**config.mk**
```make
export PLATFORM = sky130hd
export DESIGN_NAME = xor_combine
export DESIGN_NICKNAME = d
export VERILOG_FILES = /design/src/logic/xor_mem_pkg.sv /design/src/logic/xor_combine.sv
export SDC_FILE = /design/constraint.sdc
export NUM_CORES = 1
export LEC_CHECK = 0
export ABC_AREA = 1
export BUFFER_PORTS_ARGS = -buffer_cell sky130_fd_sc_hd__buf_2
export CAP_MARGIN = 20
export CORE_AREA = 2 2 184 186
export DETAILED_ROUTE_END_ITERATION = 6
export DIE_AREA = 0 0 186 188
export PLACE_DENSITY = 0.44
export REMOVE_ABC_BUFFERS = 1
export SYNTH_ARGS = -nofsm -noshare
export SYNTH_HDL_FRONTEND = slang
export SYNTH_SLANG_ARGS = --single-unit
```
**constraint.sdc**
```tcl
create_clock -name vclk -period 1.2
set_input_delay 0.24 -clock vclk [all_inputs]
set_output_delay 0.24 -clock vclk [all_outputs]
set_load 0.03 [all_outputs]
```
**src/logic/xor_mem_pkg.sv**
```systemverilog
`default_nettype none

package xor_mem_pkg;

  // ####################################################################
  // Sizes.
  // ####################################################################

  localparam int WIDTH      = 32;
  localparam int NUM_PORTS  = 2;
  // Bank (r,c) sits at index r*NUM_PORTS+c.
  localparam int NUM_BANKS  = NUM_PORTS * NUM_PORTS;
  localparam int NUM_ADDR   = 64;
  localparam int ADDR_BITS  = $clog2(NUM_ADDR);
  // Bank read latency, also the request pipeline depth.
  localparam int SRAM_DELAY = 2;

  // ####################################################################
  // Types.
  // ####################################################################

  typedef logic [ADDR_BITS-1:0] addr_t;
  typedef logic [WIDTH-1:0]     data_t;

  typedef struct packed {
    logic  read;
    logic  write;
    addr_t addr;
    data_t din;
  } port_req_t;

  typedef struct packed {
    logic  vld;
    data_t dout;
  } port_rsp_t;

  typedef struct packed {
    logic  write;
    addr_t addr;
    data_t din;
  } bank_wr_t;

  typedef struct packed {
    logic  read;
    addr_t addr;
  } bank_rd_t;

  // Stage index first, then port.
  typedef port_req_t req_stages_t [SRAM_DELAY][NUM_PORTS];

endpackage

`default_nettype wire
```
**src/logic/xor_combine.sv**
```systemverilog
`timescale 1ns/1ps
`default_nettype none

module xor_combine (
  input  wire xor_mem_pkg::bank_wr_t  init_wr,
  input  wire xor_mem_pkg::port_req_t tail_req [xor_mem_pkg::NUM_PORTS],
  input  wire xor_mem_pkg::data_t     fwd_data [xor_mem_pkg::NUM_BANKS],
  output xor_mem_pkg::port_rsp_t      rsp      [xor_mem_pkg::NUM_PORTS],
  output xor_mem_pkg::bank_wr_t       bank_wr  [xor_mem_pkg::NUM_BANKS]
);

  xor_mem_pkg::data_t row_xor [xor_mem_pkg::NUM_PORTS];
  xor_mem_pkg::data_t col_din [xor_mem_pkg::NUM_PORTS];

  // ####################################################################
  // Read side.
  // ####################################################################

  // Each row XORs back to the stored word.
  always_comb begin
    for (int r = 0; r < xor_mem_pkg::NUM_PORTS; r++) begin
      row_xor[r] = '0;
      for (int c = 0; c < xor_mem_pkg::NUM_PORTS; c++) begin
        row_xor[r] = row_xor[r] ^ fwd_data[r*xor_mem_pkg::NUM_PORTS + c];
      end
      rsp[r].vld  = tail_req[r].read;
      rsp[r].dout = row_xor[r];
    end
  end

  // ####################################################################
  // Write side.
  // ####################################################################

  // Cancel the own column out of the row, then fold in the new data.
  always_comb begin
    for (int c = 0; c < xor_mem_pkg::NUM_PORTS; c++) begin
      col_din[c] = tail_req[c].din ^ row_xor[c] ^
                   fwd_data[c*xor_mem_pkg::NUM_PORTS + c];
    end
  end

  // Sweep writes hit every bank.
  always_comb begin
    for (int r = 0; r < xor_mem_pkg::NUM_PORTS; r++) begin
      for (int c = 0; c < xor_mem_pkg::NUM_PORTS; c++) begin
        if (init_wr.write) begin
          bank_wr[r*xor_mem_pkg::NUM_PORTS + c] = init_wr;
        end else begin
          bank_wr[r*xor_mem_pkg::NUM_PORTS + c].write = tail_req[c].write;
          bank_wr[r*xor_mem_pkg::NUM_PORTS + c].addr  = tail_req[c].addr;
          bank_wr[r*xor_mem_pkg::NUM_PORTS + c].din   = col_din[c];
        end
      end
    end
  end

endmodule

`default_nettype wire

```
Word level (Yosys, flattened, before mapping)
Index checks and enable logic that the tools add are counted.

storage, ports and cells
  bits of input ports = 247
  output and inout bits = 222
  word-level logic and storage cells = 8
  bits in registers = 0

operators by class
  bitwise gates (word level) = 6
  multiplexer cells = 2

operators with widths
  kind            count
  $xor 32x32->32  6
  $mux 39         2

Longest topological paths before layout
  depth after elaboration = 4
  mapped depth = 7
  mapped depth without buffers = 4

Worst setup path before layout
Ideal clock, no wire load.

  kind = in2out
  start point = input init_wr[38] in the netlist's numbering
  end point = output bank_wr[141] in the netlist's numbering
  data required time = 0.960 ns
  stages on the path = 7
  path buffers = 4
  data arrival time = 1.181 ns
  setup slack = -0.221 ns
  cells stage by stage = buf_6 -> inv_4 -> buf_12 -> buf_8 -> nand3_2 -> nand2_1 -> buf_4

RTL lines
  element      line              RTL
  from (decl)  xor_combine.sv:5  input wire xor_mem_pkg::bank_wr_t init_wr,
  to (decl)    xor_combine.sv:9  output xor_mem_pkg::bank_wr_t bank_wr [xor_mem_pkg::NUM_BANKS]

==> reports/results.ini <==
[run_status]
status = complete, but fails checks
violations = negative setup slack

[floorplanning]
rows = 67
fp.coreArea_sq_um = 33110
die_w_um = 186
start_util_pct = 9.703
dieHeight_um = 188
dieArea_sq_um = 34970
io_pins = 469

[hold_path]
min_delay_worst_endpoint = rsp[32]
min_from = tail_req[39]
hold_depth = 0
min_path_type = in -> out

[global_route]
grt_pass1_vias = 4512
antenna_found_initial = 1
grt_usage_pct = 9.692
overflow = 0
grt_max_degree = 21
grt_pass1_wl_mm = 25.43

[route]
wl_per_cell_um = 13.69
vias = 4921
initialDrtViolationCount = 117
drt-pass1-iter-count = 4
wl_mm = 19.82
routed_via_density = 3.398
drcViolationCount = 0
final_antenna_net_count = 0

[power]
p_total_mw = 4.425
p_int_mw = 1.713
p_per_area_nw_per_um2 = 611.9
ir_worst_vdd_uv = 230.9
clock_power_share_pct = 0
p_seq_share_pct = 0
power.share.switching_pct = 61.30
p_leak_nw = 4.331
switchingPower_mw = 2.713
power_frac_comb_pct = 100.0

[timing]
slew_viol_final = 0
fmax_ghz = 0.7587
worstMarginPinSlew_ps = 289.1
final-hold-violation-count = 0
finalWorstSetupSlack_ps = -118.0
min_period_over_period_pct = 109.8
slew-limit-headroom_pct = 80.66
setup_violations = 147
rsz0062_at_grt = true
post-route-min-period_ps = 1318
tns_ps = -10100

[synthesis]
netlist_area_sq_um = 3213
avgSynthCellArea_sq_um = 5.302
synthAdderAreaFrac_pct = 0
ys_warn_count = 0
synth-simple-area-share_pct = 44.39
synthMuxAreaShare_pct = 0
synth_cell_type_count = 12
synth_top_family_by_area = simple AND/OR/NAND/NOR gates
synthCells = 606
yosysSeqAreaShare_pct = 0
synthXorXnorAreaFrac_pct = 17.45
synth_compound_area_share_pct = 0

[cells_and_area]
fillCellCount = 3714
layout_commonest_cell = buf_2
syn2layout_area_growth_pct = 125.1
most-common-layout-cells = buf_2, nand2_1, inv_1, buf_6, xor2_1
regArea_sq_um = 0
drive_above_1_share_pct = 62.36
multi_input_area_sq_um = 2545
design.seq.count = 0
final_nets = 1248
clkbuf_count = 0
final_cell_area_sq_um = 7232

[setup_path]
required_ps = 960
worstSetupStartpointType = primary input
crit_path_end_kind = primary output
worstSetupPathType = in -> out
critPathArrivalTime_ps = 1080
cp_max_fo = 6

[placement]
place_area_sq_um = 5494
port_buffers = 465
dp_hpwl_mm = 14.33
gp_congestion = 0.7991

[clocking]
cts_hold_buf = 0

[run]
cap_violations = 0

-- synth_stat cells --
cell type	instances	area, sq um
buf_12	3	60.06
xor2_1	64	560.5
inv_1	128	480.5
inv_4	1	6.260
buf_8	1	15.01
or2_2	2	12.51
buf_2	6	30.03
nand3_1	36	180.2
buf_6	3	33.78
nand3_2	28	280.3
buf_4	80	600.6
nand2_1	254	953.4
-- logic make-up after synthesis --
group / count (synthesis)
AND/OR/NAND/NOR: 320
buffers and inverters: 222
XOR/XNOR: 64
-- cell type report --
type | instances | area share, %
antenna | 1 | 0.03460
inverter | 129 | 7.059
multi-input combinational | 384 | 35.19
tap | 448 | 7.751
timing repair buffer | 486 | 49.97
-- how the worst max path moves through the flow --
stage	start	endpoint	slack (ps)
final	init_wr[38]	bank_wr[150]	-120
after floorplan	init_wr[38]	bank_wr[0]	-320
after global placement	init_wr[38]	bank_wr[82]	-360
after global routing	init_wr[38]	bank_wr[97]	-150
after CTS	init_wr[38]	bank_wr[62]	-120
after detailed placement	init_wr[38]	bank_wr[82]	-370
-- routing by layer --
layer / part of all wire, % / GRT usage (%)
met5: 0 / 0
met4: 1.3 / 1.151
met3: 6.1 / 0.4855
met2: 53 / 19.53
met1: 40 / 11.28
-- metrics by stage --
stage	hold WS (ps)	worst slack [ps]	util, %	cells
floorplan	480.0	-321.8	-	513
global route	480.2	-147.7	21.84	1448
global placement	480.2	-358.8	16.59	1437
detailed placement	480.2	-367.4	16.59	1437
finish	480.3	-118.0	21.84	1448
CTS	480.2	-123.6	20.02	1445
-- what timing repair did --
action	in CTS	in global routing
buffers inserted	2	0
gates resized for setup	311	137
pin swaps	19	31
endpoints found under the setup margin	156	156
cloned	7	2
-- power groups by stage --
stage | Sequential (mW) | Combinational, mW | Clock [mW]
after floorplan | 0 | 2.04 | 0
after global placement | 0 | 3.46 | 0
after detailed placement | 0 | 3.46 | 0
after CTS | 0 | 4.16 | 0
after global routing | 0 | 4.68 | 0.000000112
final | 0 | 4.43 | 0.000000112
-- critical path, cell delays in order --
cell and delay, ps:
buf_16 140, clkinv_16 80, buf_12 150, buf_16 150, nand2_2 90, nand2_4 70, buf_6 140
Power figures use the tool's default switching activity.
