File: src/logic/xor_mem_pkg.sv
`default_nettype none

package xor_mem_pkg;

  // ####################################################################
  // Sizes.
  // ####################################################################

  localparam int WIDTH      = 32;
  localparam int NUM_PORTS  = 2;
  // Bank (r,c) sits at index r*NUM_PORTS+c.
  localparam int NUM_BANKS  = NUM_PORTS * NUM_PORTS;
  localparam int NUM_ADDR   = 64;
  localparam int ADDR_BITS  = $clog2(NUM_ADDR);
  // Bank read latency, also the request pipeline depth.
  localparam int SRAM_DELAY = 2;

  // ####################################################################
  // Types.
  // ####################################################################

  typedef logic [ADDR_BITS-1:0] addr_t;
  typedef logic [WIDTH-1:0]     data_t;

  typedef struct packed {
    logic  read;
    logic  write;
    addr_t addr;
    data_t din;
  } port_req_t;

  typedef struct packed {
    logic  vld;
    data_t dout;
  } port_rsp_t;

  typedef struct packed {
    logic  write;
    addr_t addr;
    data_t din;
  } bank_wr_t;

  typedef struct packed {
    logic  read;
    addr_t addr;
  } bank_rd_t;

  // Stage index first, then port.
  typedef port_req_t req_stages_t [SRAM_DELAY][NUM_PORTS];

endpackage

`default_nettype wire
File: src/logic/init_sweep.sv
`timescale 1ns/1ps
`default_nettype none

module init_sweep (
  input  wire logic             clk,
  input  wire logic             rst,
  output logic                  ready,
  output xor_mem_pkg::bank_wr_t init_wr
);

  logic [xor_mem_pkg::ADDR_BITS:0] sweep_cnt;
  logic                            sweep_busy;
  xor_mem_pkg::bank_wr_t           sweep_wr;
  xor_mem_pkg::bank_wr_t           sweep_taps [xor_mem_pkg::SRAM_DELAY];

  // NUM_ADDR is a power of two, so the top bit marks the end.
  assign sweep_busy = !sweep_cnt[xor_mem_pkg::ADDR_BITS];

  always_ff @(posedge clk) begin
    if (rst) begin
      sweep_cnt <= '0;
      ready     <= 1'b0;
    end else begin
      if (sweep_busy) begin
        sweep_cnt <= sweep_cnt + 1'b1;
      end
      ready <= !sweep_busy;
    end
  end

  assign sweep_wr = '{write: sweep_busy,
                      addr:  sweep_cnt[xor_mem_pkg::ADDR_BITS-1:0],
                      din:   '0};

  // Align the zero writes with the tail of the request pipeline.
  delay_line #(
    .payload_t (xor_mem_pkg::bank_wr_t),
    .DEPTH     (xor_mem_pkg::SRAM_DELAY)
  ) u_init_pipe (
    .clk  (clk),
    .rst  (rst),
    .din  (sweep_wr),
    .taps (sweep_taps)
  );

  assign init_wr = sweep_taps[xor_mem_pkg::SRAM_DELAY-1];

endmodule

`default_nettype wire

File: src/logic/delay_line.sv
`timescale 1ns/1ps
`default_nettype none

module delay_line #(
  parameter type payload_t = logic,
  parameter int  DEPTH     = 2
) (
  input  wire logic clk,
  input  wire logic rst,
  input  wire payload_t din,
  output payload_t  taps [DEPTH]
);

  // Stage 0 holds the value from one cycle back.
  always_ff @(posedge clk) begin
    if (rst) begin
      for (int i = 0; i < DEPTH; i++) begin
        taps[i] <= '0;
      end
    end else begin
      taps[0] <= din;
      for (int i = 1; i < DEPTH; i++) begin
        taps[i] <= taps[i-1];
      end
    end
  end

endmodule

`default_nettype wire

File: config.mk
export PLATFORM = sky130hd
export DESIGN_NAME = init_sweep
export DESIGN_NICKNAME = d
export VERILOG_FILES = /design/src/logic/xor_mem_pkg.sv /design/src/logic/init_sweep.sv /design/src/logic/delay_line.sv
export SDC_FILE = /design/constraint.sdc
export NUM_CORES = 1
export LEC_CHECK = 0
export BUFFER_PORTS_ARGS = -buffer_cell sky130_fd_sc_hd__buf_2
export CAP_MARGIN = 20
export CORE_AREA = 2 2 53 55
export CTS_BUF_LIST = sky130_fd_sc_hd__clkbuf_8 sky130_fd_sc_hd__clkbuf_16
export CTS_CLUSTER_SIZE = 28
export DETAILED_ROUTE_END_ITERATION = 10
export DIE_AREA = 0 0 55 57
export PLACE_DENSITY = 0.68
export SETUP_SLACK_MARGIN = 0.2
export SLEW_MARGIN = 20
export SYNTH_ARGS = -nofsm -noshare
export SYNTH_HDL_FRONTEND = slang
export SYNTH_SLANG_ARGS = --single-unit
File: constraint.sdc
create_clock -name clk -period 1.4 [get_ports clk]
set_input_delay 0.28 -clock clk [delete_from_list [all_inputs] [get_ports clk]]
set_output_delay 0.28 -clock clk [all_outputs]
set_load 0.02 [all_outputs]
== Yosys cells after proc, flatten, opt, wreduce, memory -nomap -nowiden ==
Cells that the tools add are included.
Cells by class
  add/sub/neg operators: 1
  muxes and demuxes: 1
  reduce and logical (&&, ||, !) cells: 1
Operator list (number)
  adder 7 x 1 -> 7 bit, second input constant: 1
  two-way mux 7 bit: 1
  zero test 1 bit: 1
Storage, ports and cells
  bits in registers: 54
  output and inout bits: 40
  word-level logic and storage cells: 11

== Logic depth before layout (Yosys ltp) ==
  word-level depth: 2
  gate-level depth with buffers: 4
  gate-level depth less buffers: 4

== Cells and area by module ==
A second synthesis with hierarchy kept.
Unflattened totals
  cells, all modules: 197
  area total of the unflattened synthesis: 2431.1 µm²
By module, submodules not included
  delay_line: instances 1, cells an instance 164, area an instance 2104.5 µm²
  init_sweep: instances 1, cells an instance 33, area an instance 326.6 µm²

== Least setup slack after synthesis ==
Ideal clock, no wire load.
  path kind: reg-to-reg
  start point: register sweep_cnt[6] (netlist bit)
  end point: register sweep_cnt[5] (netlist bit)
  setup time: 121 ps
  data arrival time: 942 ps
  required time: 1279 ps
  setup slack: 336 ps
  stages on the path, launching flop included: 4
  path buffers: 0
  period minus slack after synthesis: 1064 ps
  cells stage by stage: dfxtp_1 -> nand4b_4 -> nor2_2 -> mux2_4
RTL lines
  from (decl): line init_sweep.sv:11  | logic [xor_mem_pkg::ADDR_BITS:0] sweep_cnt;
  from (signal assigned): line init_sweep.sv:25  | sweep_cnt <= sweep_cnt + 1'b1;

==> summary.md <==
| Metric | Value |
|---|---|
| Result of the run | finished, final reports clean |
| Via count | ~470 |
| Setup-failing EPs final | 0 |
| Clock Sinks | 22 |
| Final period util | 79.78% |
| Hold Path Depth | 2 |
| Clock power share | between 30% and 40% |
| Io pins | 42 |
| Yosys reg bits | 22 |
| First-pass GRT wire length | roughly 1.5 mm |
| GRT Util Overall | 7.318% |
| R2R cell count | 3 |
| Hold endpoint | u_init_pipe.taps[37]$_SDFF_PP0_ |
| Worst slack, placed | around 0.28 ns |
| Fmax | 895.3 MHz |
| Max Slew Vio Count | 0 |
| CTS Root Cell | clkbuf_8 |
| Core Box Area | 0.002615 mm² |
| Final Skew | around 0.0011 ns |
| Final worst slack | approximately 0.28 ns |
| H-tree levels | 1 |
| Kind of end point of the critical path | flip-flop |
| Sw Share | between 20 and 25% |
| Register area | ~440 µm² |
| Die Wd | 55 µm |
| TritonCTS clock tree | done |
| Mean Syn Cell Area | just over 10 µm² |
| Tmin final | 1.117 ns |
| Worst endpoint required time | between 1.5 and 2 ns |
| Via density | approximately 3.5 |
| ANT cells | 0 |
| Routed Wire Length | 1.035 mm |
| Largest vdd supply drop | between 0.4 and 0.5 mV |
| Critical-path maximum fanout | 7 |
| Placed Cells | 130 |
| Nets | roughly 110 |
| Largest net degree at the start of global routing | 16 |
| Synth area leader | dfxtp_1 |
| Detailed Place HPWL | around 740 µm |
| CTS clk-pin slew, worst paths | approximately 0.07 ns |
| Area share of the largest cell type after synthesis | between 40 and 50% |
| Post-DR wirelength/cell | between 7 and 8 µm |
| DRC Markers | 0 |
| Internal cell power | roughly 0.9 mW |
| Commonest cells after routing, fill and taps aside | conb_1 (32), dfxtp_1 (20), nor2b_1 (13) |
| Startpoint types | flip-flop |
| PD cells | between 1000 and 1500 mW/mm² |
| RR Startpoint | sweep_cnt[6]$_SDFF_PP0_ |
| Multi-input gate area | roughly 380 µm² |
| HP Start | rst |
| PortBufs | 9 |
| Seq pwr share | ~54% |
| Synth-to-Final Area Change | -3.741% |
| # hold bufs at CTS | 0 |
| Share of cells above drive strength 1 | 20.39% |
| Syn Inst Count | around 100 |
| Synth cell types | 19 |
| Crit path kind | reg -> reg |
| CP cell instances | nand4b_4, nor2_2, mux2_4 |
| Max cap viols | 0 |
| Post-synthesis sequential area ratio | ~44% |
| Final cell count without fillers | 134 |
| Number of global-route vias before repair | 355 |
| RR Endpoint | sweep_cnt[5]$_SDFFE_PP0N_ |
| Comb power frac | roughly 10% |
| Rows | 19 |
| Initial Util | 38.37% |
| Initial antenna violation count | 0 |
| CTS buffer count | 3 |
| Post-route antenna net violation count | 0 |
| CTS Buffer Depth | 2 |
| Commonest non-fill, non-tap cell in the layout | conb_1 |
| Ranking of synthesized cells by area | dfxtp_1 (44%), buf_4 (29%), nor2b_1 (8.1%) |
| Slowest CP cell | dfxtp_1 |
| Die area | between 0.003 and 0.004 mm² |
| Area of the mapped netlist | roughly 0.0010 mm² |
| Setup_tns | 0 ns |
| Switching power | just over 0.3 mW |
| Fill cells | 271 |
| Clock Latency Late Sink | 0.26 ns |
| RSZ-0062 raised after global routing | false |
| Worst Path Arrival | around 1.3 ns |
| DIE HEIGHT | 57 µm |
| Fin. Hold Viols | 0 |
| LEAKAGE | between 0.4 and 0.5 nW |
| Placer congestion estimate | 0.6974 |
| DR iter-0 viols | 3 |
| Yosys warns | 0 |
| Slowest stage delay, CP | around 0.37 ns |
| Hold Crit Class | in -> reg |
| Drt pass-1 iters | 4 |
| Grt total ovfl | 0 |
| R2R setup slack | between 0.2 and 0.3 ns |
==> what timing repair did <==
action                                  in CTS  in global routing
buffers inserted                             0                  0
gates resized for setup                      0                  2
endpoints found under the setup margin       0                  1
==> cells in the mapped netlist, drive strengths merged <==
master	instances
a21o	1
dfxtp	22
and4	1
buf	41
conb	1
nor2	8
mux2i	1
nand2	1
and2b	1
nor2b	14
ha	1
mux2	1
xor2	3
xnor2	1
nand4b	2
==> sequential cells by signal, summed over array words and instances, names as in the netlist <==
name	cells
sweep_cnt	7
u_init_pipe.taps	14
ready	1
==> power by group through the flow <==
stage | sequential [mW] | combinational (mW) | clock (mW)
detailed placement | 0.671 | 0.121 | 0
global placement | 0.671 | 0.119 | 0
finish | 0.658 | 0.122 | 0.441
global route | 0.660 | 0.137 | 0.479
floorplan | 0.669 | 0.184 | 0
CTS | 0.656 | 0.122 | 0.454
==> worst max path at each step <==
| stage | startpoint | to | slack, ns | cells after the start |
|---|---|---|---|---|
| after floorplan | sweep_cnt[6]$_SDFF_PP0_ | sweep_cnt[5]$_SDFFE_PP0N_ | 0.34 | 3 |
| after global placement | sweep_cnt[2]$_SDFFE_PP0N_ | sweep_cnt[5]$_SDFFE_PP0N_ | 0.31 | 3 |
| after detailed placement | sweep_cnt[2]$_SDFFE_PP0N_ | sweep_cnt[5]$_SDFFE_PP0N_ | 0.28 | 3 |
| after CTS | sweep_cnt[2]$_SDFFE_PP0N_ | sweep_cnt[5]$_SDFFE_PP0N_ | 0.27 | 3 |
| after global routing | sweep_cnt[2]$_SDFFE_PP0N_ | sweep_cnt[5]$_SDFFE_PP0N_ | 0.23 | 3 |
| final | sweep_cnt[6]$_SDFF_PP0_ | sweep_cnt[5]$_SDFFE_PP0N_ | 0.28 | 3 |
==> routing by layer <==
| metal | up-vias | track usage (%) | share of wire (%) |
|---|---|---|---|
| li1 | 241 | - | - |
| met1 | 194 | 8.804 | 45 |
| met2 | 28 | 9.694 | 42 |
| met3 | 5 | 3.141 | 9.9 |
| met4 | 0 | 6.272 | 3.8 |
| met5 | - | 0 | 0 |
==> area by class of cell <==
type / instances / area share, %
sequential: 22 / 45.85
multi-input combinational: 67 / 38.99
clock buffer: 4 / 5.699
timing repair buffer: 10 / 5.440
tap: 31 / 4.016
==> worst max-delay path, delay by kind of cell (launching register included) <==
family	cells	cell delay (ns)
flip-flops	1	0.37
multiplexers	1	0.29
AND/OR/NAND/NOR	2	0.34
==> through the flow <==
stage	instance area (µm²)	power (mW)	utilization, %	hold slack (ns)
2_1_floorplan	1120	0.8525	-	0.3626
3_3_place_gp	908.4	0.7901	34.74	0.4189
3_5_place_dp	908.4	0.7921	34.74	0.4204
4_1_cts	963.4	1.232	36.84	0.2706
5_1_grt	965.9	1.276	36.94	0.2879
6_report	965.9	1.221	36.94	0.2735
==> cell families (layout without fill, tap and decap cells) <==
logic type	Yosys count	after routing	synth area share, %
buffers and inverters	41	14	30.17
AND/OR/NAND/NOR	27	27	17.58
flip-flops	22	22	43.89
XOR/XNOR	4	4	3.492
multiplexers	2	2	2.493
adder cells (fa/ha/maj)	1	1	1.247
other	1	32	0.3737
AO/OA/AOI/OAI	1	1	0.7484
Power figures use the tool's default switching activity.
