### src/logic/xor_mem_pkg.sv
`default_nettype none

package xor_mem_pkg;

  // ####################################################################
  // Sizes.
  // ####################################################################

  localparam int WIDTH      = 32;
  localparam int NUM_PORTS  = 2;
  // Bank (r,c) sits at index r*NUM_PORTS+c.
  localparam int NUM_BANKS  = NUM_PORTS * NUM_PORTS;
  localparam int NUM_ADDR   = 64;
  localparam int ADDR_BITS  = $clog2(NUM_ADDR);
  // Bank read latency, also the request pipeline depth.
  localparam int SRAM_DELAY = 2;

  // ####################################################################
  // Types.
  // ####################################################################

  typedef logic [ADDR_BITS-1:0] addr_t;
  typedef logic [WIDTH-1:0]     data_t;

  typedef struct packed {
    logic  read;
    logic  write;
    addr_t addr;
    data_t din;
  } port_req_t;

  typedef struct packed {
    logic  vld;
    data_t dout;
  } port_rsp_t;

  typedef struct packed {
    logic  write;
    addr_t addr;
    data_t din;
  } bank_wr_t;

  typedef struct packed {
    logic  read;
    addr_t addr;
  } bank_rd_t;

  // Stage index first, then port.
  typedef port_req_t req_stages_t [SRAM_DELAY][NUM_PORTS];

endpackage

`default_nettype wire
### src/logic/port_stage.sv
`timescale 1ns/1ps
`default_nettype none

module port_stage (
  input  wire logic                    clk,
  input  wire logic                    rst,
  input  wire logic                    ready,
  input  wire xor_mem_pkg::port_req_t  req      [xor_mem_pkg::NUM_PORTS],
  output xor_mem_pkg::bank_rd_t        bank_rd  [xor_mem_pkg::NUM_BANKS],
  output xor_mem_pkg::req_stages_t     stages,
  output xor_mem_pkg::port_req_t       tail_req [xor_mem_pkg::NUM_PORTS]
);

  xor_mem_pkg::port_req_t gated [xor_mem_pkg::NUM_PORTS];
  xor_mem_pkg::port_req_t taps  [xor_mem_pkg::NUM_PORTS][xor_mem_pkg::SRAM_DELAY];

  // Commands only count once the sweep is done.
  always_comb begin
    for (int p = 0; p < xor_mem_pkg::NUM_PORTS; p++) begin
      gated[p] = ready ? req[p] : '0;
    end
  end

  // Port r reads its whole row, writes included.
  always_comb begin
    for (int r = 0; r < xor_mem_pkg::NUM_PORTS; r++) begin
      for (int c = 0; c < xor_mem_pkg::NUM_PORTS; c++) begin
        bank_rd[r*xor_mem_pkg::NUM_PORTS + c].read = gated[r].read || gated[r].write;
        bank_rd[r*xor_mem_pkg::NUM_PORTS + c].addr = gated[r].addr;
      end
    end
  end

  for (genvar p = 0; p < xor_mem_pkg::NUM_PORTS; p++) begin : g_port
    delay_line #(
      .payload_t (xor_mem_pkg::port_req_t),
      .DEPTH     (xor_mem_pkg::SRAM_DELAY)
    ) u_req_pipe (
      .clk  (clk),
      .rst  (rst),
      .din  (gated[p]),
      .taps (taps[p])
    );
  end

  always_comb begin
    for (int s = 0; s < xor_mem_pkg::SRAM_DELAY; s++) begin
      for (int p = 0; p < xor_mem_pkg::NUM_PORTS; p++) begin
        stages[s][p] = taps[p][s];
      end
    end
  end

  // ####################################################################
  // Same-address writes at the tail: the higher port wins.
  // ####################################################################

  always_comb begin
    for (int p = 0; p < xor_mem_pkg::NUM_PORTS; p++) begin
      tail_req[p] = stages[xor_mem_pkg::SRAM_DELAY-1][p];
      for (int q = p + 1; q < xor_mem_pkg::NUM_PORTS; q++) begin
        if (stages[xor_mem_pkg::SRAM_DELAY-1][q].write &&
            stages[xor_mem_pkg::SRAM_DELAY-1][q].addr == tail_req[p].addr) begin
          tail_req[p].write = 1'b0;
        end
      end
    end
  end

endmodule

`default_nettype wire

### src/logic/delay_line.sv
`timescale 1ns/1ps
`default_nettype none

module delay_line #(
  parameter type payload_t = logic,
  parameter int  DEPTH     = 2
) (
  input  wire logic clk,
  input  wire logic rst,
  input  wire payload_t din,
  output payload_t  taps [DEPTH]
);

  // Stage 0 holds the value from one cycle back.
  always_ff @(posedge clk) begin
    if (rst) begin
      for (int i = 0; i < DEPTH; i++) begin
        taps[i] <= '0;
      end
    end else begin
      taps[0] <= din;
      for (int i = 1; i < DEPTH; i++) begin
        taps[i] <= taps[i-1];
      end
    end
  end

endmodule

`default_nettype wire

### config.mk
export PLATFORM = sky130hd
export DESIGN_NAME = port_stage
export DESIGN_NICKNAME = d
export VERILOG_FILES = /design/src/logic/xor_mem_pkg.sv /design/src/logic/port_stage.sv /design/src/logic/delay_line.sv
export SDC_FILE = /design/constraint.sdc
export NUM_CORES = 1
export LEC_CHECK = 0
export CELL_PAD_IN_SITES_DETAIL_PLACEMENT = 1
export CELL_PAD_IN_SITES_GLOBAL_PLACEMENT = 1
export CORE_AREA = 2 2 136 138
export CTS_BUF_LIST = sky130_fd_sc_hd__clkbuf_8
export CTS_CLUSTER_DIAMETER = 120
export CTS_CLUSTER_SIZE = 40
export DETAILED_ROUTE_END_ITERATION = 6
export DIE_AREA = 0 0 138 140
export DONT_BUFFER_PORTS = 1
export PLACE_DENSITY = 0.58
export SLEW_MARGIN = 20
export SYNTH_ARGS = -nofsm -noshare
export SYNTH_HDL_FRONTEND = slang
export SYNTH_HIERARCHICAL = 1
export SYNTH_SLANG_ARGS = --single-unit
### constraint.sdc
create_clock -name clk -period 1.15 [get_ports clk]
set_input_delay 0.0575 -clock clk [delete_from_list [all_inputs] [get_ports clk]]
set_output_delay 0.0575 -clock clk [all_outputs]
set_load 0.1 [all_outputs]
### Yosys cells after proc, flatten, opt, wreduce, memory -nomap -nowiden

Index checks and enable logic that the tools add are counted.

| word-level totals | value |
|---|---|
| bits in registers | 160 |
| input bits | 83 |
| output and inout port bits | 268 |
| logic and storage cells | 25 |

| operators by class | value |
|---|---|
| equal/unequal tests | 1 |
| muxes and demuxes | 3 |
| bitwise gates (word level) | 1 |
| reduce and logical (&&, ||, !) cells | 4 |

Operator list:

| operator | number |
|---|---|
| two-way mux 40 bit | 2 |
| == test 6 bit | 1 |
| logical OR 1 bit | 2 |
| OR reduction 2 bit | 1 |
| logical AND 1 bit | 1 |
| two-way mux 1 bit | 1 |
| NOT 1 bit | 1 |

### Longest topological paths before layout

| depth | value |
|---|---|
| depth after elaboration | 3 |
| depth in mapped cells | 4 |
| gate-level depth less buffers | 3 |

### Modules after synthesis

Netlist, hierarchy kept.

By module, submodules not included:

| module | times used | cells each | area each (um^2) |
|---|---|---|---|
| delay_line | 2 | 168 | 2142.1 |
| port_stage | 1 | 203 | 1427.6 |

### Worst setup path after synthesis

No wires, ideal clock.

| timing | value |
|---|---|
| path kind | register to output |
| start point | register g_port[0].u_req_pipe/taps[33] (netlist name) |
| end point | output tail_req[78] (netlist name) |
| data arrival time | 2.054 ns |
| setup slack | -0.962 ns |
| stages on the path, launching flop included | 4 |
| buffers on the path | 0 |
| cell sequence | dfxtp_1 -> xnor2_1 -> nand4_1 -> o41a_1 |

RTL lines:

| element | line | text |
|---|---|---|
| to (decl) | port_stage.sv:11 | `output xor_mem_pkg::port_req_t tail_req [xor_mem_pkg::NUM_PORTS]` |

==> summary.md <==
| Metric | Value |
|---|---|
| Status | complete, but fails checks |
| Failing checks | negative setup slack |
| Slew Viols, Final | 0 |
| H-tree levels | 4 |
| Boundary pin count | 351 |
| Worst Setup End Kind | output port |
| Die H | 140 um |
| Post-route setup slack | -0.785 ns |
| Sequential area share after synthesis | a little under three fifths |
| Async SR Flop Fraction | 0% |
| Post-DP HPWL | 10500 um |
| Worst Skew | ~0.016 ns |
| Die width | 138 um |
| Initial Util | 32.1% |
| Slew @ Worst Pin | 1.05 ns |
| Final nets | 824 |
| Total number of yosys warnings | 6 |
| Critical path arrival | 1.88 ns |
| Avg Inst Size Synth | ~11 um^2 |
| Worst skew pair latency | 0.44 ns |
| Crit-path max FO | 3 |
| Static leakage | around 4.4 nW |
| Slew margin rel. | between 20% and 30% |
| Reg2Reg Depth | 2 |
| Final global-route overflow total | 0 |
| Fin crit period | 1.94 ns |
| Mapped Area | 5710 um^2 |
| Top post-synthesis cells by area | dfxtp_1 56%, nor2b_1 18%, buf_4 14% |
| Placer congestion estimate | approximately 0.75 |
| Mapped Nets | 622 |
| CTS buffer count | 17 |
| RSZ-0062 raised after global routing | yes |
| First-pass GRT wire length | 30100 um |
| Pwr/cell area | 1390 nW/um^2 |
| Fin cells | 986 |
| Unique masters post-synth | 12 |
| Routed via count | 4180 |
| Core Footprint | 17800 um^2 |
| Post-route ant nets | 0 |
| Min-delay src | rst |
| Inst Count DP | slightly above 800 |
| Min-Delay Path Depth | 3 |
| Placed Area | 7740 um^2 |
| Worst hold-check path type | in -> reg |
| Residual DRC count | 0 |
| Peak supply drop | 0.000913 V |
| Hold Violations, Final | 0 |
| Count of maximum capacitance violations | 0 |
| Slowest stage cell on the critical path | o41a_4 |
| Critical Path Start | g_port[1].u_req_pipe/taps[32] |
| FP Rows | a little under 50 |
| Total Wirelength | 19700 um |
| Setup Viol. Count Final | 10 |
| Post-Layout Inst Area | 10000 um^2 |
| Critical-path cell list | buf_12 -> xnor2_1 -> nand4_1 -> o41a_4 |
| Worst path max stage delay | about 0.53 ns |
| Final worst-path cycle share | 168% |
| Largest net degree at the start of global routing | 110 |
| Die Area | 19300 um^2 |
| Largest register FFs | 160 |
| Worst path buffer plus inverter count | 1 |
| Gr usage total | between 20% and 30% |
| CP top delay family | compound AO/OA/AOI/OAI gates |
| Worst endpoint required time | 1.09 ns |
| Post-synth EDFFs | 0 |
| Number of global-route vias before repair | between 4000 and 5000 |
| Top cells by count, synth | 160 x dfxtp_1, 160 x nor2b_1, 105 x buf_4, 76 x and2_1, 23 x buf_2 |
| Avg Vias per Cell | 4.24 |
| Wirelength per Cell | 19.9 um |
| Levels on crit path | 4 |
| Fmax | 0.517 GHz |
| Startpoint types | flop |
| Yosys top cell area share | 56.1% |
| Hold slack | 0.190 ns |
| CTS clk-pin slew, worst paths | roughly 0.090 ns |
| Biggest regs | g_port.u_req_pipe/taps (160) |
| Top reg by flops | g_port.u_req_pipe/taps |
| Pre-CTS setup slack | -0.307 ns |
| Worst setup path class | reg -> out |
| Post-Syn Instances | ~540 |
| IO Port Bufs | 0 |
| Worst flop-to-flop path startpoint | g_port[0].u_req_pipe/taps[54] |
| Root buf cell | clkbuf_8 |
| Initial antenna violation count | 4 |
| Clock sink total | 160 |
| Reg-to-reg setup timing slack | 0.02 ns |
| Yosys reg bits | 160 |
| Layout cell share with drive strength beyond 1 | 53.3% |
| Final core utilization | 56.2% |
| DRT Pass-1 Iters | 4 |
| Synth area leader | dfxtp_1 |
| Dominant synthesized flop cell | dfxtp_1 |
| CTS tree | done |
| Area Overhead vs Synth | 75.1% |
| DRT iter0 DRCs | 88 |
| Clk buf depth | 2 |
-- final timing paths --
| check | to |
|---|---|
| worst max-delay path | tail_req[78] |
| worst min-delay path | g_port[0].u_req_pipe/taps[8] |
| worst max register to register | g_port[0].u_req_pipe/taps[14] |
| worst min register to register | g_port[0].u_req_pipe/taps[39] |
-- per-stage QoR --
| stage | TNS, ns | power (mW) |
|---|---|---|
| detailed placement | -0.307 | 9.26 |
| finish | -1.17 | 13.9 |
| CTS | -5.56 | 13.9 |
| global route | -3.75 | 14.4 |
| floorplan | -0.219 | 8.80 |
| global placement | -0.314 | 9.23 |
-- power by group --
part	leakage [nW]	switching (mW)	total [mW]	internal, mW
Clock	0.205	2.25	4.28	2.03
Sequential	1.38	0.157	5.89	5.73
Combinational	2.77	2.69	3.74	1.05
Total	4.35	5.10	13.9	8.81
-- routing by layer --
layer  part of all wire (%)  up-vias  track usage [%]  wire [um]
li1                       -     1923                -          -
met1                     36     2015             21.1       7070
met2                     56      210             40.0      11000
met3                    6.0       32             5.81       1190
met4                    1.9        0             7.47        382
met5                      0        -                0          0
-- what timing repair did --
action,4_1_cts,5_1_grt
endpoints found under the setup margin,122,178
setup buffers,0,2
gates resized for setup,104,32
pin swaps,0,0
hold endpoints to repair,160,20
hold buffers,153,4
-- layout make-up --
class,instances,area (um^2)
well taps,229,287
flip-flops and latches,160,3440
clock buffers,18,248
repair buffers,312,4210
clock inverters,14,154
multi-input cells,250,1650
diodes,3,7.51
fillers,1730,7780
-- cells by family after synthesis --
| kind of cell | after synthesis | synth area share (%) |
|---|---|---|
| XOR/XNOR | 6 | 0.920 |
| buffers and inverters | 129 | 16.0 |
| AO/OA/AOI/OAI | 1 | 0.197 |
| flip-flops | 160 | 56.1 |
| AND/OR/NAND/NOR | 243 | 26.8 |
-- placed cells by master, fill, tap and decap left out, drive strengths merged --
cell,netlist,layout
and2,80,80
buf,129,181
bufinv,0,2
clkbuf,0,19
clkinv,0,2
clkinvlp,0,2
dfxtp,160,160
diode,0,3
dlygate4sd3,0,129
dlymetal6s4s,0,1
inv,0,8
nand4,1,1
nor2b,160,160
o41a,1,1
or2,2,2
xnor2,3,3
xor2,3,3
-- worst register-to-register path: cells and delay by family (launching register included) --
family | cells | cell delay (ns)
DFF | 1 | 0.34
buffers and inverters | 1 | 0.56
and+or+nand+nor | 1 | 0.13
Note: power is estimated with default switching activity, not from simulation.
