**src/logic/xor_mem_pkg.sv**
```systemverilog
`default_nettype none

package xor_mem_pkg;

  // ####################################################################
  // Sizes.
  // ####################################################################

  localparam int WIDTH      = 32;
  localparam int NUM_PORTS  = 2;
  // Bank (r,c) sits at index r*NUM_PORTS+c.
  localparam int NUM_BANKS  = NUM_PORTS * NUM_PORTS;
  localparam int NUM_ADDR   = 64;
  localparam int ADDR_BITS  = $clog2(NUM_ADDR);
  // Bank read latency, also the request pipeline depth.
  localparam int SRAM_DELAY = 2;

  // ####################################################################
  // Types.
  // ####################################################################

  typedef logic [ADDR_BITS-1:0] addr_t;
  typedef logic [WIDTH-1:0]     data_t;

  typedef struct packed {
    logic  read;
    logic  write;
    addr_t addr;
    data_t din;
  } port_req_t;

  typedef struct packed {
    logic  vld;
    data_t dout;
  } port_rsp_t;

  typedef struct packed {
    logic  write;
    addr_t addr;
    data_t din;
  } bank_wr_t;

  typedef struct packed {
    logic  read;
    addr_t addr;
  } bank_rd_t;

  // Stage index first, then port.
  typedef port_req_t req_stages_t [SRAM_DELAY][NUM_PORTS];

endpackage

`default_nettype wire
```
**src/logic/forward_unit.sv**
```systemverilog
`timescale 1ns/1ps
`default_nettype none

module forward_unit (
  input  wire logic                   clk,
  input  wire logic                   rst,
  input  wire xor_mem_pkg::req_stages_t stages,
  input  wire xor_mem_pkg::port_req_t issue    [xor_mem_pkg::NUM_PORTS],
  input  wire xor_mem_pkg::bank_wr_t  bank_wr  [xor_mem_pkg::NUM_BANKS],
  input  wire xor_mem_pkg::data_t     rd_data  [xor_mem_pkg::NUM_BANKS],
  output xor_mem_pkg::data_t          fwd_data [xor_mem_pkg::NUM_BANKS],
  output logic                        hit      [xor_mem_pkg::NUM_BANKS]
);

  for (genvar r = 0; r < xor_mem_pkg::NUM_PORTS; r++) begin : g_row
    for (genvar c = 0; c < xor_mem_pkg::NUM_PORTS; c++) begin : g_col
      localparam int B = r * xor_mem_pkg::NUM_PORTS + c;

      logic               look_act  [xor_mem_pkg::SRAM_DELAY];
      xor_mem_pkg::addr_t look_addr [xor_mem_pkg::SRAM_DELAY];
      logic               match     [xor_mem_pkg::SRAM_DELAY];
      logic               cap_vld   [xor_mem_pkg::SRAM_DELAY];
      xor_mem_pkg::data_t cap_data  [xor_mem_pkg::SRAM_DELAY];

      // Stage s looks at the command that moves into it next edge.
      always_comb begin
        look_act[0]  = issue[r].read || issue[r].write;
        look_addr[0] = issue[r].addr;
        for (int s = 1; s < xor_mem_pkg::SRAM_DELAY; s++) begin
          look_act[s]  = stages[s-1][r].read || stages[s-1][r].write;
          look_addr[s] = stages[s-1][r].addr;
        end
        for (int s = 0; s < xor_mem_pkg::SRAM_DELAY; s++) begin
          match[s] = bank_wr[B].write && look_act[s] && bank_wr[B].addr == look_addr[s];
        end
      end

      always_ff @(posedge clk) begin
        if (rst) begin
          for (int s = 0; s < xor_mem_pkg::SRAM_DELAY; s++) begin
            cap_vld[s] <= 1'b0;
          end
        end else begin
          cap_vld[0] <= match[0];
          for (int s = 1; s < xor_mem_pkg::SRAM_DELAY; s++) begin
            cap_vld[s] <= match[s] || cap_vld[s-1];
          end
        end
      end

      // Newest write beats whatever shifted in.
      always_ff @(posedge clk) begin
        cap_data[0] <= bank_wr[B].din;
        for (int s = 1; s < xor_mem_pkg::SRAM_DELAY; s++) begin
          cap_data[s] <= match[s] ? bank_wr[B].din : cap_data[s-1];
        end
      end

      assign hit[B]      = cap_vld[xor_mem_pkg::SRAM_DELAY-1];
      assign fwd_data[B] = hit[B] ? cap_data[xor_mem_pkg::SRAM_DELAY-1] : rd_data[B];
    end
  end

endmodule

`default_nettype wire

```
**config.mk**
```make
export PLATFORM = sky130hd
export DESIGN_NAME = forward_unit
export DESIGN_NICKNAME = d
export VERILOG_FILES = /design/src/logic/xor_mem_pkg.sv /design/src/logic/forward_unit.sv
export SDC_FILE = /design/constraint.sdc
export NUM_CORES = 1
export LEC_CHECK = 0
export BUFFER_PORTS_ARGS = -buffer_cell sky130_fd_sc_hd__buf_2
export CORE_AREA = 2 2 255 257
export DETAILED_ROUTE_END_ITERATION = 10
export DIE_AREA = 0 0 257 259
export HOLD_SLACK_MARGIN = 0.1
export SLEW_MARGIN = 0
export SYNTH_ARGS = -nofsm -noshare
export SYNTH_HDL_FRONTEND = slang
export SYNTH_SLANG_ARGS = --single-unit
```
**constraint.sdc**
```tcl
create_clock -name clk -period 1.6 [get_ports clk]
set_input_delay 0.16 -clock clk [delete_from_list [all_inputs] [get_ports clk]]
set_output_delay 0.16 -clock clk [all_outputs]
set_load 0.005 [all_outputs]
```
* Word-level counts from Yosys, hierarchy flattened *
Memory sizes are Yosys's and may differ from the RTL's.
Cells that the tools add are included.

word-level totals
  flip-flop bits (word level) = 0
  latch bits = 0
  RAM bits = 264
  ROM bits = 0
  bits of input ports = 526
  output and inout port bits = 132
  logic and storage cells = 67
  memories kept = 8

operators by class
  add/subtract/negate cells = 0
  multiply operators = 0
  divide/modulo/power cells = 0
  order comparisons = 0
  equality and inequality tests = 8
  shifts and indexed selects = 0
  mux-type cells = 19
  bitwise operators = 8
  reduce and logical (&&, ||, !) cells = 24

memories
  memory                      depth  bits a word  rd ports  clocked after memory_dff  wr ports  line                text
  g_row[0].g_col[0].cap_data  2      32           2         0                         2         forward_unit.sv:23  xor_mem_pkg::data_t cap_data [xor_mem_pkg::SRAM_DELAY];
  g_row[0].g_col[1].cap_data  2      32           2         0                         2         forward_unit.sv:23
  g_row[1].g_col[0].cap_data  2      32           2         0                         2         forward_unit.sv:23
  g_row[1].g_col[1].cap_data  2      32           2         0                         2         forward_unit.sv:23
  g_row[0].g_col[0].cap_vld   2      1            2         0                         2         forward_unit.sv:22  logic cap_vld [xor_mem_pkg::SRAM_DELAY];
  g_row[0].g_col[1].cap_vld   2      1            2         0                         2         forward_unit.sv:22
  2 more memories             --     --           --        --                        --        --

operators with widths
  cell               number
  2-to-1 mux 32 bit  8
  == test 6 bit      8
  logical AND 1 bit  16
  2-to-1 mux 1 bit   11
  logical OR 1 bit   8
  OR 1 bit           8

* Logic depth before layout (Yosys ltp) *
  depth in word-level cells = 5
  mapped depth = 5
  gate-level depth less buffers = 4

* Worst setup path before layout *
No wires, ideal clock.

  path kind = input -> register
  start = input port stages[157] in the netlist's numbering
  end = memory g_row[0].g_col[0].cap_data[0][34] in the netlist's numbering
  arrival time = 1.319 ns
  data required time = 1.479 ns
  slack = 0.160 ns
  stages = 5
  path through = xor2_1 -> nor4_2 -> nand4_2 -> buf_6 -> mux2_4

RTL lines
  what         line                text
  from (decl)  forward_unit.sv:7   input wire xor_mem_pkg::req_stages_t stages,
  to (decl)    forward_unit.sv:23

==> metrics.md <==
| Metric | Value |
|---|---|
| Synth Area per Inst | 15.0 sq um |
| Drt first pass iters | 4 |
| Worst EP arrival | 1.70 ns |
| Synth Instances | 634 |
| Internal Pwr Total | 12700 uW |
| RSZ-0062 raised after global routing | true |
| # rows | 93 |
| Final antenna-violating net count | 0 |
| RePlAce Congestion | 0.930 |
| Layout Nets | 1819 |
| Sequential share of the synthesized area | 0.557 |
| Number of global-route vias before repair | 8168 |
| Top-count cell post-synth | dfxtp_1 |
| Worst slew pin tran | 0.347 ns |
| Final wirelength | 32900 microns |
| Synth Flop Type | dfxtp_1 |
| DRC errors left | 0 |
| Post-synth top area share | 0.557 |
| Reg-to-reg critical path endpoint | g_row[1].g_col[1].cap_data[0][55] |
| Period utilisation layout | 1.16 |
| Layout cells sized above 1 | 0.617 |
| Clock root buffer | clkbuf_16 |
| Total clock buffers created by CTS | 30 |
| Critical Path Fanout Max | 8 |
| Top-Level Pins | 658 |
| Run status | finished with violations |
| Worst-Skew Late Latency | 0.58 ns |
| Largest net degree at the start of global routing | 34 |
| Crit path capture type | output pin |
| Setup slack, reg-to-reg | 0.85 ns |
| Slew headroom | 0.767 |
| PwrDens | 941 nW/um^2 |
| Die height | 259 microns |
| TritonCTS clock tree | yes |
| Worst Setup EP | fwd_data[122] |
| Logic pwr share | 0.130 |
| Clock Pin Slew Worst Setup and Hold Paths | 0.06 ns |
| FFs w/ async S/R, synth | 0 |
| Post-synth top cells | dfxtp_1, mux2_2, mux2_4 |
| Clock Sinks | 264 |
| Final WS setup | -0.256 ns |
| Total GRT Usage | 0.0863 |
| H-tree depth | 1 |
| Core Area | 63900 sq um |
| LEAKAGE | 0.00807 uW |
| Gr ovfl total | 0 |
| DP Wirelength | 20300 microns |
| Crit path launch type | register |
| WS Path Type | register to output pin |
| Total number of vias | 7423 |
| Starting Density | 0.148 |
| Top area cells in the synthesized netlist | dfxtp_1, mux2_4, mux2_2 |
| Routed vias/inst | 3.42 |
| Port bufs | 449 |
| Yosys reg bits | 264 |
| Peak VDD IR | 0.698 mV |
| Final Util | 0.272 |
| Netlist cell types | 18 |
| Worst R2R Start | g_row[1].g_col[1].cap_data[0][23] |
| Die Area | 66600 sq um |
| Net Count, Synth | 1160 |
| Final Skew | 0.0164 ns |
| Violated checks | setup timing |
| R2R depth | 1 |
| Final hold slack | 0.143 ns |
| Iteration-0 DRC Markers | 192 |
| CTS max path bufs | 3 |
| Hold Vio Cnt, Final | 0 |
| Fmax | 539 MHz |
| Switch share | 0.221 |
| Initial antenna violation count | 5 |
| Area leader, netlist | dfxtp_1 |
| Clock group share of total power | 0.438 |
| WP data required | 1.44 ns |
| Setup violation total in the final timing report | 129 |
| Post-synthesis cell area | 9480 sq um |
| EDFF count, synth | 0 |
| Tmin final | 1.86 ns |
| Routed len/inst | 15.1 microns |
| Max cap viols | 0 |
| Sequential power share | 0.432 |
| Crit path from | g_row[0].g_col[0].cap_vld[0][1] |
| Synth warn | 0 |
| Hold Crit Class | primary input to register |
| Area grow syn2layout | 83.0% |
| Die X | 257 microns |
| Sw power | 3620 uW |
| Slew Limit Fails | 0 |
| First-pass GRT wire length | 45100 microns |
[power by group through the flow]
stage | Sequential (uW) | Clock (uW) | Combinational (uW)
6_report | 7050 | 7150 | 2130
5_1_grt | 7080 | 7700 | 2270
4_1_cts | 7050 | 7450 | 1980
3_5_place_dp | 7190 | 0 | 1370
3_3_place_gp | 7180 | 0 | 1340
2_1_floorplan | 7130 | 0 | 609
[how the worst min path moves through the flow]
stage | startpoint | end | slack [ns] | depth (start not counted)
finish | bank_wr[75] | g_row[1].g_col[0].cap_vld[0][0] | 0.14 | 4
global route | bank_wr[75] | g_row[1].g_col[0].cap_vld[0][0] | 0.18 | 4
CTS | bank_wr[70] | g_row[1].g_col[0].cap_data[0][31] | 0.17 | 2
detailed placement | bank_wr[70] | g_row[1].g_col[0].cap_data[0][31] | 0.28 | 1
global placement | bank_wr[0] | g_row[1].g_col[1].cap_data[0][0] | 0.27 | 1
floorplan | bank_wr[117] | g_row[0].g_col[0].cap_data[0][0] | 0.19 | 0
[area by class of cell]
type	count	area [sq um]
Fill cell	6372	46500
Timing Repair Buffer	659	5450
Sequential cell	264	5300
Multi-Input combinational cell	334	4490
Tap cell	855	1070
Clock buffer	37	838
Clock inverter	16	191
Inverter	4	15.0
Antenna cell	2	5.00
[logic make-up (layout without fill, tap and decap cells)]
group | after synthesis | count (layout) | share of synthesized area
AOI/OAI and AO/OA | 10 | 10 | 0.00580
xor gates and xnor gates | 48 | 48 | 0.0443
buffers and inverters | 36 | 716 | 0.0253
DFF | 264 | 264 | 0.557
muxes | 256 | 256 | 0.350
other | 0 | 2 | 0
and+or+nand+nor | 20 | 20 | 0.0174
[stage by stage]
step	total power, uW	setup WS, ns	TNS, ns	area [sq um]	cells
global route	17000	-0.316	-30.76	17400	2170
detailed placement	8560	-0.162	-8.69	12900	1929
global placement	8520	-0.151	-6.37	12900	1929
finish	16300	-0.256	-22.38	17400	2171
floorplan	7740	0.160	0	9480	634
CTS	16500	-0.303	-32.37	16900	2169
[cell usage in the layout (no fill, tap or decap), types with 3 or more instances in the layout]
master,netlist,routed
mux2_2,140,14
buf_2,0,320
a21oi_1,4,4
mux2_4,116,242
dfxtp_1,264,260
inv_1,4,4
nand2_1,4,4
clkbuf_8,0,4
bufinv_16,0,4
buf_6,12,126
dlymetal6s4s_1,0,3
clkinv_2,0,9
nand4_1,4,4
dfxtp_4,0,4
buf_12,0,15
nor4_2,4,8
buf_4,4,14
xor2_1,16,15
nand4_4,0,3
dlygate4sd3_1,0,169
clkbuf_16,0,40
xnor2_1,32,32
[critical path, stage by stage, from the launching register on]
cell       delay (ns)
dfxtp_4          0.47
clkbuf_16        0.22
mux2_4           0.31
buf_6            0.12
[routing by layer]
| layer | wire length (microns) | global-route usage |
|---|---|---|
| met3 | 2060 | 0.0244 |
| met4 | 1280 | 0.0383 |
| met5 | 27 | 0 |
| met1 | 12900 | 0.0915 |
| met2 | 16600 | 0.159 |
[timing repair]
item                                   CTS  global route
setup buffers                            7             1
endpoints found under the hold margin  261             0
cloned                                   8             9
resized for setup                      198            88
setup endpoints to repair              129           191
hold buffers                           172             0
pin swaps                                0             3
[sequential cells by signal, indices dropped and copies added, names as in the netlist]
signal                flops
g_row.g_col.cap_data    256
g_row.g_col.cap_vld       8
Power figures use the tool's default switching activity.
