===== src/logic/xor_mem_pkg.sv =====
`default_nettype none

package xor_mem_pkg;

  // ####################################################################
  // Sizes.
  // ####################################################################

  localparam int WIDTH      = 32;
  localparam int NUM_PORTS  = 2;
  // Bank (r,c) sits at index r*NUM_PORTS+c.
  localparam int NUM_BANKS  = NUM_PORTS * NUM_PORTS;
  localparam int NUM_ADDR   = 64;
  localparam int ADDR_BITS  = $clog2(NUM_ADDR);
  // Bank read latency, also the request pipeline depth.
  localparam int SRAM_DELAY = 2;

  // ####################################################################
  // Types.
  // ####################################################################

  typedef logic [ADDR_BITS-1:0] addr_t;
  typedef logic [WIDTH-1:0]     data_t;

  typedef struct packed {
    logic  read;
    logic  write;
    addr_t addr;
    data_t din;
  } port_req_t;

  typedef struct packed {
    logic  vld;
    data_t dout;
  } port_rsp_t;

  typedef struct packed {
    logic  write;
    addr_t addr;
    data_t din;
  } bank_wr_t;

  typedef struct packed {
    logic  read;
    addr_t addr;
  } bank_rd_t;

  // Stage index first, then port.
  typedef port_req_t req_stages_t [SRAM_DELAY][NUM_PORTS];

endpackage

`default_nettype wire

===== src/logic/bank_ram.sv =====
`timescale 1ns/1ps
`default_nettype none

module bank_ram (
  input  wire logic                  clk,
  input  wire xor_mem_pkg::bank_wr_t wr,
  input  wire xor_mem_pkg::bank_rd_t rd,
  output xor_mem_pkg::data_t         rd_data
);

  xor_mem_pkg::data_t mem     [xor_mem_pkg::NUM_ADDR];
  xor_mem_pkg::data_t rd_pipe [xor_mem_pkg::SRAM_DELAY];

  always_ff @(posedge clk) begin
    if (wr.write) begin
      mem[wr.addr] <= wr.din;
    end
  end

  // Same-edge write is not visible here, old word comes out.
  always_ff @(posedge clk) begin
    if (rd.read) begin
      rd_pipe[0] <= mem[rd.addr];
    end
    for (int i = 1; i < xor_mem_pkg::SRAM_DELAY; i++) begin
      rd_pipe[i] <= rd_pipe[i-1];
    end
  end

  assign rd_data = rd_pipe[xor_mem_pkg::SRAM_DELAY-1];

endmodule

`default_nettype wire


===== config.mk =====
export PLATFORM = sky130hd
export DESIGN_NAME = bank_ram
export DESIGN_NICKNAME = d
export VERILOG_FILES = /design/src/logic/xor_mem_pkg.sv /design/src/logic/bank_ram.sv
export SDC_FILE = /design/constraint.sdc
export NUM_CORES = 2
export LEC_CHECK = 0
export ABC_AREA = 1
export BUFFER_PORTS_ARGS = -buffer_cell sky130_fd_sc_hd__buf_2
export CAP_MARGIN = 0
export CORE_UTILIZATION = 55
export CTS_CLUSTER_SIZE = 12
export DETAILED_ROUTE_END_ITERATION = 8
export PLACE_DENSITY_LB_ADDON = 0.08
export SLEW_MARGIN = 20
export SYNTH_ARGS = -nofsm -noshare
export SYNTH_HDL_FRONTEND = slang
export SYNTH_SLANG_ARGS = --single-unit

===== constraint.sdc =====
create_clock -name clk -period 3.3 [get_ports clk]
set_input_delay 0.33 -clock clk [delete_from_list [all_inputs] [get_ports clk]]
set_output_delay 0.33 -clock clk [all_outputs]
set_load 0.005 [all_outputs]

; Yosys cells after proc, flatten, opt, wreduce, memory -nomap -nowiden
; Memory sizes are Yosys's and may differ from the RTL's.
; Index checks and enable logic that the tools add are counted.
[totals]
ff_bits = 0
memories = 2
in_bits = 47
ram_bits = 2112
[mem_list]
columns = name, depth, word_bits, read_ports, rd_ports_with_merged_regs, write_ports, line
row1 = mem, 64, 32, 1, 0, 1, bank_ram.sv:11  ; xor_mem_pkg::data_t mem [xor_mem_pkg::NUM_ADDR];
row2 = rd_pipe, 2, 32, 2, 0, 2, bank_ram.sv:12  ; xor_mem_pkg::data_t rd_pipe [xor_mem_pkg::SRAM_DELAY];
[classes]
mux = 4
[ops]
columns = operator, n
row1 = $mux W1, 4

; Longest topological paths before layout
[depth]
ltp_word = 2
ltp_mapped = 13
mapped_depth_nobuf = 9

; Worst setup path before layout
; No wires, ideal clock.
[synth_timing]
path_kind = input-to-reg
from = input wr[38] in the netlist's numbering
to = memory mem[0][0] in the netlist's numbering (enable)
required_time_ns = 2.879
setup_ns = 0.421
path_buffers = 1
setup_slack_ns = 0.647
arrival_time_ns = 2.232
path_stages = 3
cell_sequence = clkbuf_1 > nand4_1 > nor2_1
[synth_via]
elab_chain_len = 2
[synth_lines]
columns = item, line
row1 = "start, declared", bank_ram.sv:6  ; input wire xor_mem_pkg::bank_wr_t wr,
row2 = $mux W1, bank_ram.sv:15  ; if (wr.write) begin
row3 = $mux W1 (implied by the code), bank_ram.sv:16  ; mem[wr.addr] <= wr.din;
row4 = "end, declared", bank_ram.sv:11
; Every way passes these cells.

==> impl_results.html <==
<table>
<tr><th>Metric</th><th>Value</th></tr>
<tr><th colspan="2">Worst setup path</th></tr>
<tr><td>Kind of capture point of the worst setup path</td><td>flip-flop</td></tr>
<tr><td>Data arrival time of the critical path</td><td>around 2900 ps</td></tr>
<tr><td>Critical path type</td><td>in2reg</td></tr>
<tr><td>Launching element type of the critical path</td><td>input pin</td></tr>
<tr><td>Required time at the worst-slack endpoint</td><td>between 3000 and 4000 ps</td></tr>
<tr><td>Critical path peak fanout</td><td>slightly below 100</td></tr>
<tr><th colspan="2">Clocking</th></tr>
<tr><td>H-tree depth reported by CTS</td><td>4</td></tr>
<tr><td>Count of instances resized after the clock tree is built</td><td>0</td></tr>
<tr><td>Root buffer cell</td><td>clkbuf_16</td></tr>
<tr><td>Max Root-Sink Buffers</td><td>3</td></tr>
<tr><td>Post-CTS setup buffers</td><td>0</td></tr>
<tr><td>CTS hold repair buffers</td><td>2</td></tr>
<tr><td>TritonCTS clock tree</td><td>done</td></tr>
<tr><td>Clock-pin slew reported for the worst setup and hold paths after clock tree synthesis</td><td>60 ps</td></tr>
<tr><td>Total CTS buffers</td><td>211</td></tr>
<tr><td>Clk sinks</td><td>2112</td></tr>
<tr><td>Clock latency on the worst-skew pair</td><td>840 ps</td></tr>
<tr><th colspan="2">Placed design</th></tr>
<tr><td>Port bufs</td><td>78</td></tr>
<tr><td>Routability congestion estimate</td><td>0.833</td></tr>
<tr><td>Total half-perimeter wirelength after legalization and detailed placement</td><td>around 130000 um</td></tr>
<tr><th colspan="2">Drt</th></tr>
<tr><td>Length of routed wiring on met1</td><td>99700 um</td></tr>
<tr><td>Max layer used</td><td>met5</td></tr>
<tr><td>Routed wire length</td><td>about 240000 um</td></tr>
<tr><td>Wire length on met2</td><td>111000 um</td></tr>
<tr><td>Overall via count from detail_route</td><td>roughly 55000</td></tr>
<tr><td>Detail-routed via count per cell</td><td>roughly 6</td></tr>
<tr><td>Post-detailed-route DRC marker count</td><td>0</td></tr>
<tr><td>TritonRoute pass-1 iters</td><td>6</td></tr>
<tr><td>Post-DRT Antenna Nets</td><td>0</td></tr>
<tr><td>Amount of wire on met3 after detailed routing</td><td>25300 um</td></tr>
<tr><td>Number of DRC markers after the initial detailed-route iteration</td><td>a little over 7000</td></tr>
<tr><td>Routed length per placed instance</td><td>26.9 um</td></tr>
<tr><th colspan="2">Die</th></tr>
<tr><td>Vertical extent of the die</td><td>393 um</td></tr>
<tr><td>Boundary pin count</td><td>roughly 80</td></tr>
<tr><td>Effective utilization at floorplan</td><td>0.557</td></tr>
<tr><td>Core Rows</td><td>142</td></tr>
<tr><td>Die Area</td><td>roughly 150000 sq um</td></tr>
<tr><td>Overall die width</td><td>393 um</td></tr>
<tr><td>Area of the core</td><td>~150000 sq um</td></tr>
<tr><th colspan="2">Power and ir drop</th></tr>
<tr><td>Relative contribution of the clock network to total power</td><td>0.398</td></tr>
<tr><td>Total power per unit cell area</td><td>587 nW/um^2</td></tr>
<tr><td>Maximum VDD drop</td><td>~600 uV</td></tr>
<tr><td>Internal Pwr Total</td><td>0.0429 W</td></tr>
<tr><td>Power spent charging and discharging nets</td><td>around 0.013 W</td></tr>
<tr><td>Net Sw Frac</td><td>0.226</td></tr>
<tr><td>Relative contribution of sequential cells to total power</td><td>0.538</td></tr>
<tr><td>Pleak</td><td>33.3 nW</td></tr>
<tr><td>Combinational share of power</td><td>0.064</td></tr>
<tr><th colspan="2">Synthesis</th></tr>
<tr><td>Post-synthesis average cell area</td><td>12.3 sq um</td></tr>
<tr><td>Leading post-synthesis cells by instance count</td><td>2254 x nand2_1, 2080 x edfxtp_1, 1905 x nand3_1, 252 x buf_2</td></tr>
<tr><td>Area of the mapped netlist</td><td>83900 sq um</td></tr>
<tr><td>Most numerous cell in the Yosys netlist</td><td>nand2_1</td></tr>
<tr><td>Leading register cell type out of synthesis</td><td>edfxtp_1</td></tr>
<tr><td>Net count after synthesis</td><td>6880</td></tr>
<tr><td>Number of enable-type register cells in the synthesized netlist</td><td>2080</td></tr>
<tr><td>Area leader, netlist</td><td>edfxtp_1</td></tr>
<tr><td>Synthesis-stage register bit count</td><td>2112</td></tr>
<tr><td>Cell types occupying the most area after synthesis</td><td>edfxtp_1 74%, nand3_1 11%, nand2_1 10%</td></tr>
<tr><td>Yosys warning count</td><td>0</td></tr>
<tr><td>Area share of the largest cell type after synthesis</td><td>0.744</td></tr>
<tr><td>Proportion of synthesized chip area in sequential cells</td><td>0.752</td></tr>
<tr><td>Unique cell type count in the Yosys netlist</td><td>16</td></tr>
<tr><td>Gate Count Post-Synth</td><td>~6800</td></tr>
<tr><td>Fraction of synthesis flops using an asynchronous set or reset pin</td><td>0</td></tr>
<tr><th colspan="2">Global route</th></tr>
<tr><td>Via count of the first global-routing pass</td><td>51100</td></tr>
<tr><td>Total global routing track utilization</td><td>0.318</td></tr>
<tr><td>Antenna violations before repair</td><td>22</td></tr>
<tr><td>Wire length of the first global-routing pass</td><td>between 300000 and 400000 um</td></tr>
<tr><td>Pin count of the biggest net entering global routing</td><td>132</td></tr>
<tr><td>Overflow after GRT</td><td>0</td></tr>
<tr><th colspan="2">STA</th></tr>
<tr><td>Slew HR</td><td>0.264</td></tr>
<tr><td>Final number of setup-violating endpoints</td><td>0</td></tr>
<tr><td>Slew at the pin closest to its max-slew limit</td><td>1100 ps</td></tr>
<tr><td>Tightest hold margin</td><td>53.3 ps</td></tr>
<tr><td>Final worst-path cycle share</td><td>0.655</td></tr>
<tr><td>Number of max-slew violations in the final report</td><td>0</td></tr>
<tr><td>Clock skew after layout</td><td>roughly 20 ps</td></tr>
<tr><td>Sum of negative setup slack</td><td>0 ps</td></tr>
<tr><td>Unrepaired setup endpoints after global routing</td><td>false</td></tr>
<tr><td>Highest achievable clock rate</td><td>462 MHz</td></tr>
<tr><td>Final hold violations</td><td>0</td></tr>
<tr><td>Min Tclk post-route</td><td>approximately 2200 ps</td></tr>
<tr><th colspan="2">Outcome</th></tr>
<tr><td>Status</td><td>complete, no violations</td></tr>
<tr><th colspan="2">Worst hold path</th></tr>
<tr><td>Worst min path class</td><td>in2reg</td></tr>
<tr><th colspan="2">Cells and area</th></tr>
<tr><td>Fillers</td><td>11700</td></tr>
<tr><td>Final layout net count</td><td>roughly 7000</td></tr>
<tr><td>Share of final-layout standard cells stronger than drive strength 1</td><td>0.0946</td></tr>
<tr><td>Post-synthesis to final-layout area growth</td><td>12.6%</td></tr>
<tr><th colspan="2">Run</th></tr>
<tr><td>Max-cap check violation count</td><td>0</td></tr>
</table>
-- metrics by stage --
stage / instance area, sq um / power, W / setup WS, ps / utilization / instances
floorplan: 83900 / 0.0322 / 647 / - / 6833
global placement: 88200 / 0.0339 / 368 / 0.585 / 8721
detailed placement: 88200 / 0.0339 / 375 / 0.585 / 8721
CTS: 94500 / 0.0556 / 1270 / 0.627 / 9099
global route: 94500 / 0.0570 / 1110 / 0.627 / 9099
finish: 94500 / 0.0555 / 1140 / 0.627 / 9106
-- registers in the layout, summed over array words and instances, names as in the netlist --
| signal | flops |
|---|---|
| rd_pipe | 64 |
| mem | 2048 |
-- worst max-delay path: stages --
cell and delay [ps]:
buf_8 170, inv_16 380, buf_12 320, buf_12 210, nand2_1 70, nand3_1 70, nand3_1 80, nand3_1 100
nand3_1 380, nand2_1 200, nand2_1 200, nand2_1 150
-- power groups by stage --
stage	Sequential, W	Clock [W]	Combinational, W
after global placement	0.0304	0	0.00349
after CTS	0.0298	0.0223	0.00354
after floorplan	0.0303	0	0.00184
after global routing	0.0298	0.0233	0.00382
final	0.0298	0.0221	0.00358
after detailed placement	0.0304	0	0.00353
-- final timing paths --
| check | endpoint | cells past startpoint | from | slack (ps) |
|---|---|---|---|---|
| setup / recovery | rd_pipe[0][17] | 12 | rd[0] | 1140 |
| hold / removal | mem[30][11] | 1 | wr[11] | 50 |
| setup reg to reg | rd_pipe[0][24] | 8 | mem[31][24] | 1380 |
| hold reg to reg | rd_pipe[0][37] | 0 | rd_pipe[0][5] | 340 |
-- layout by cell type (no fill, tap or decap) --
master	synthesis	final
buf_12	0	100
buf_2	252	72
buf_4	82	174
buf_6	4	1
buf_8	1	3
bufinv_16	0	1
clkbuf_1	82	90
clkbuf_16	0	216
clkbuf_8	0	10
clkinv_1	0	35
clkinv_2	0	14
clkinv_8	0	3
dfxtp_1	32	32
diode_2	0	7
dlygate4sd3_1	0	2
edfxtp_1	2080	2080
inv_1	9	7
inv_16	0	2
inv_6	0	8
inv_8	0	2
nand2_1	2254	2254
nand3_1	1905	1905
nand4_1	8	8
nor2_4	0	64
-- cell type report --
type / instances / area [sq um] / area share
sequential: 2112 / 63100 / 0.668
timing repair buffer: 352 / 3740 / 0.0396
clock buffer: 316 / 5880 / 0.0622
antenna: 7 / 17.5 / 0.000185
inverter: 12 / 82.6 / 0.000874
tap: 2016 / 2520 / 0.0267
clock inverter: 60 / 357 / 0.00377
multi-input combinational: 4231 / 18800 / 0.199
-- cell families (layout without fill, tap and decap cells) --
kind of cell           Yosys count  in the layout  synth area share
buffers and inverters          490            740            0.0299
flip-flops                    2112           2112             0.752
other                            0              7                 0
AND/OR/NAND/NOR               4231           4231             0.218
-- layer usage --
metal  vias to the layer above  track usage
li1                      24500            -
met1                     27100        0.465
met2                      2846        0.485
met3                       440       0.0543
met4                         6        0.114
met5                         -            0
Power figures use the tool's default switching activity.
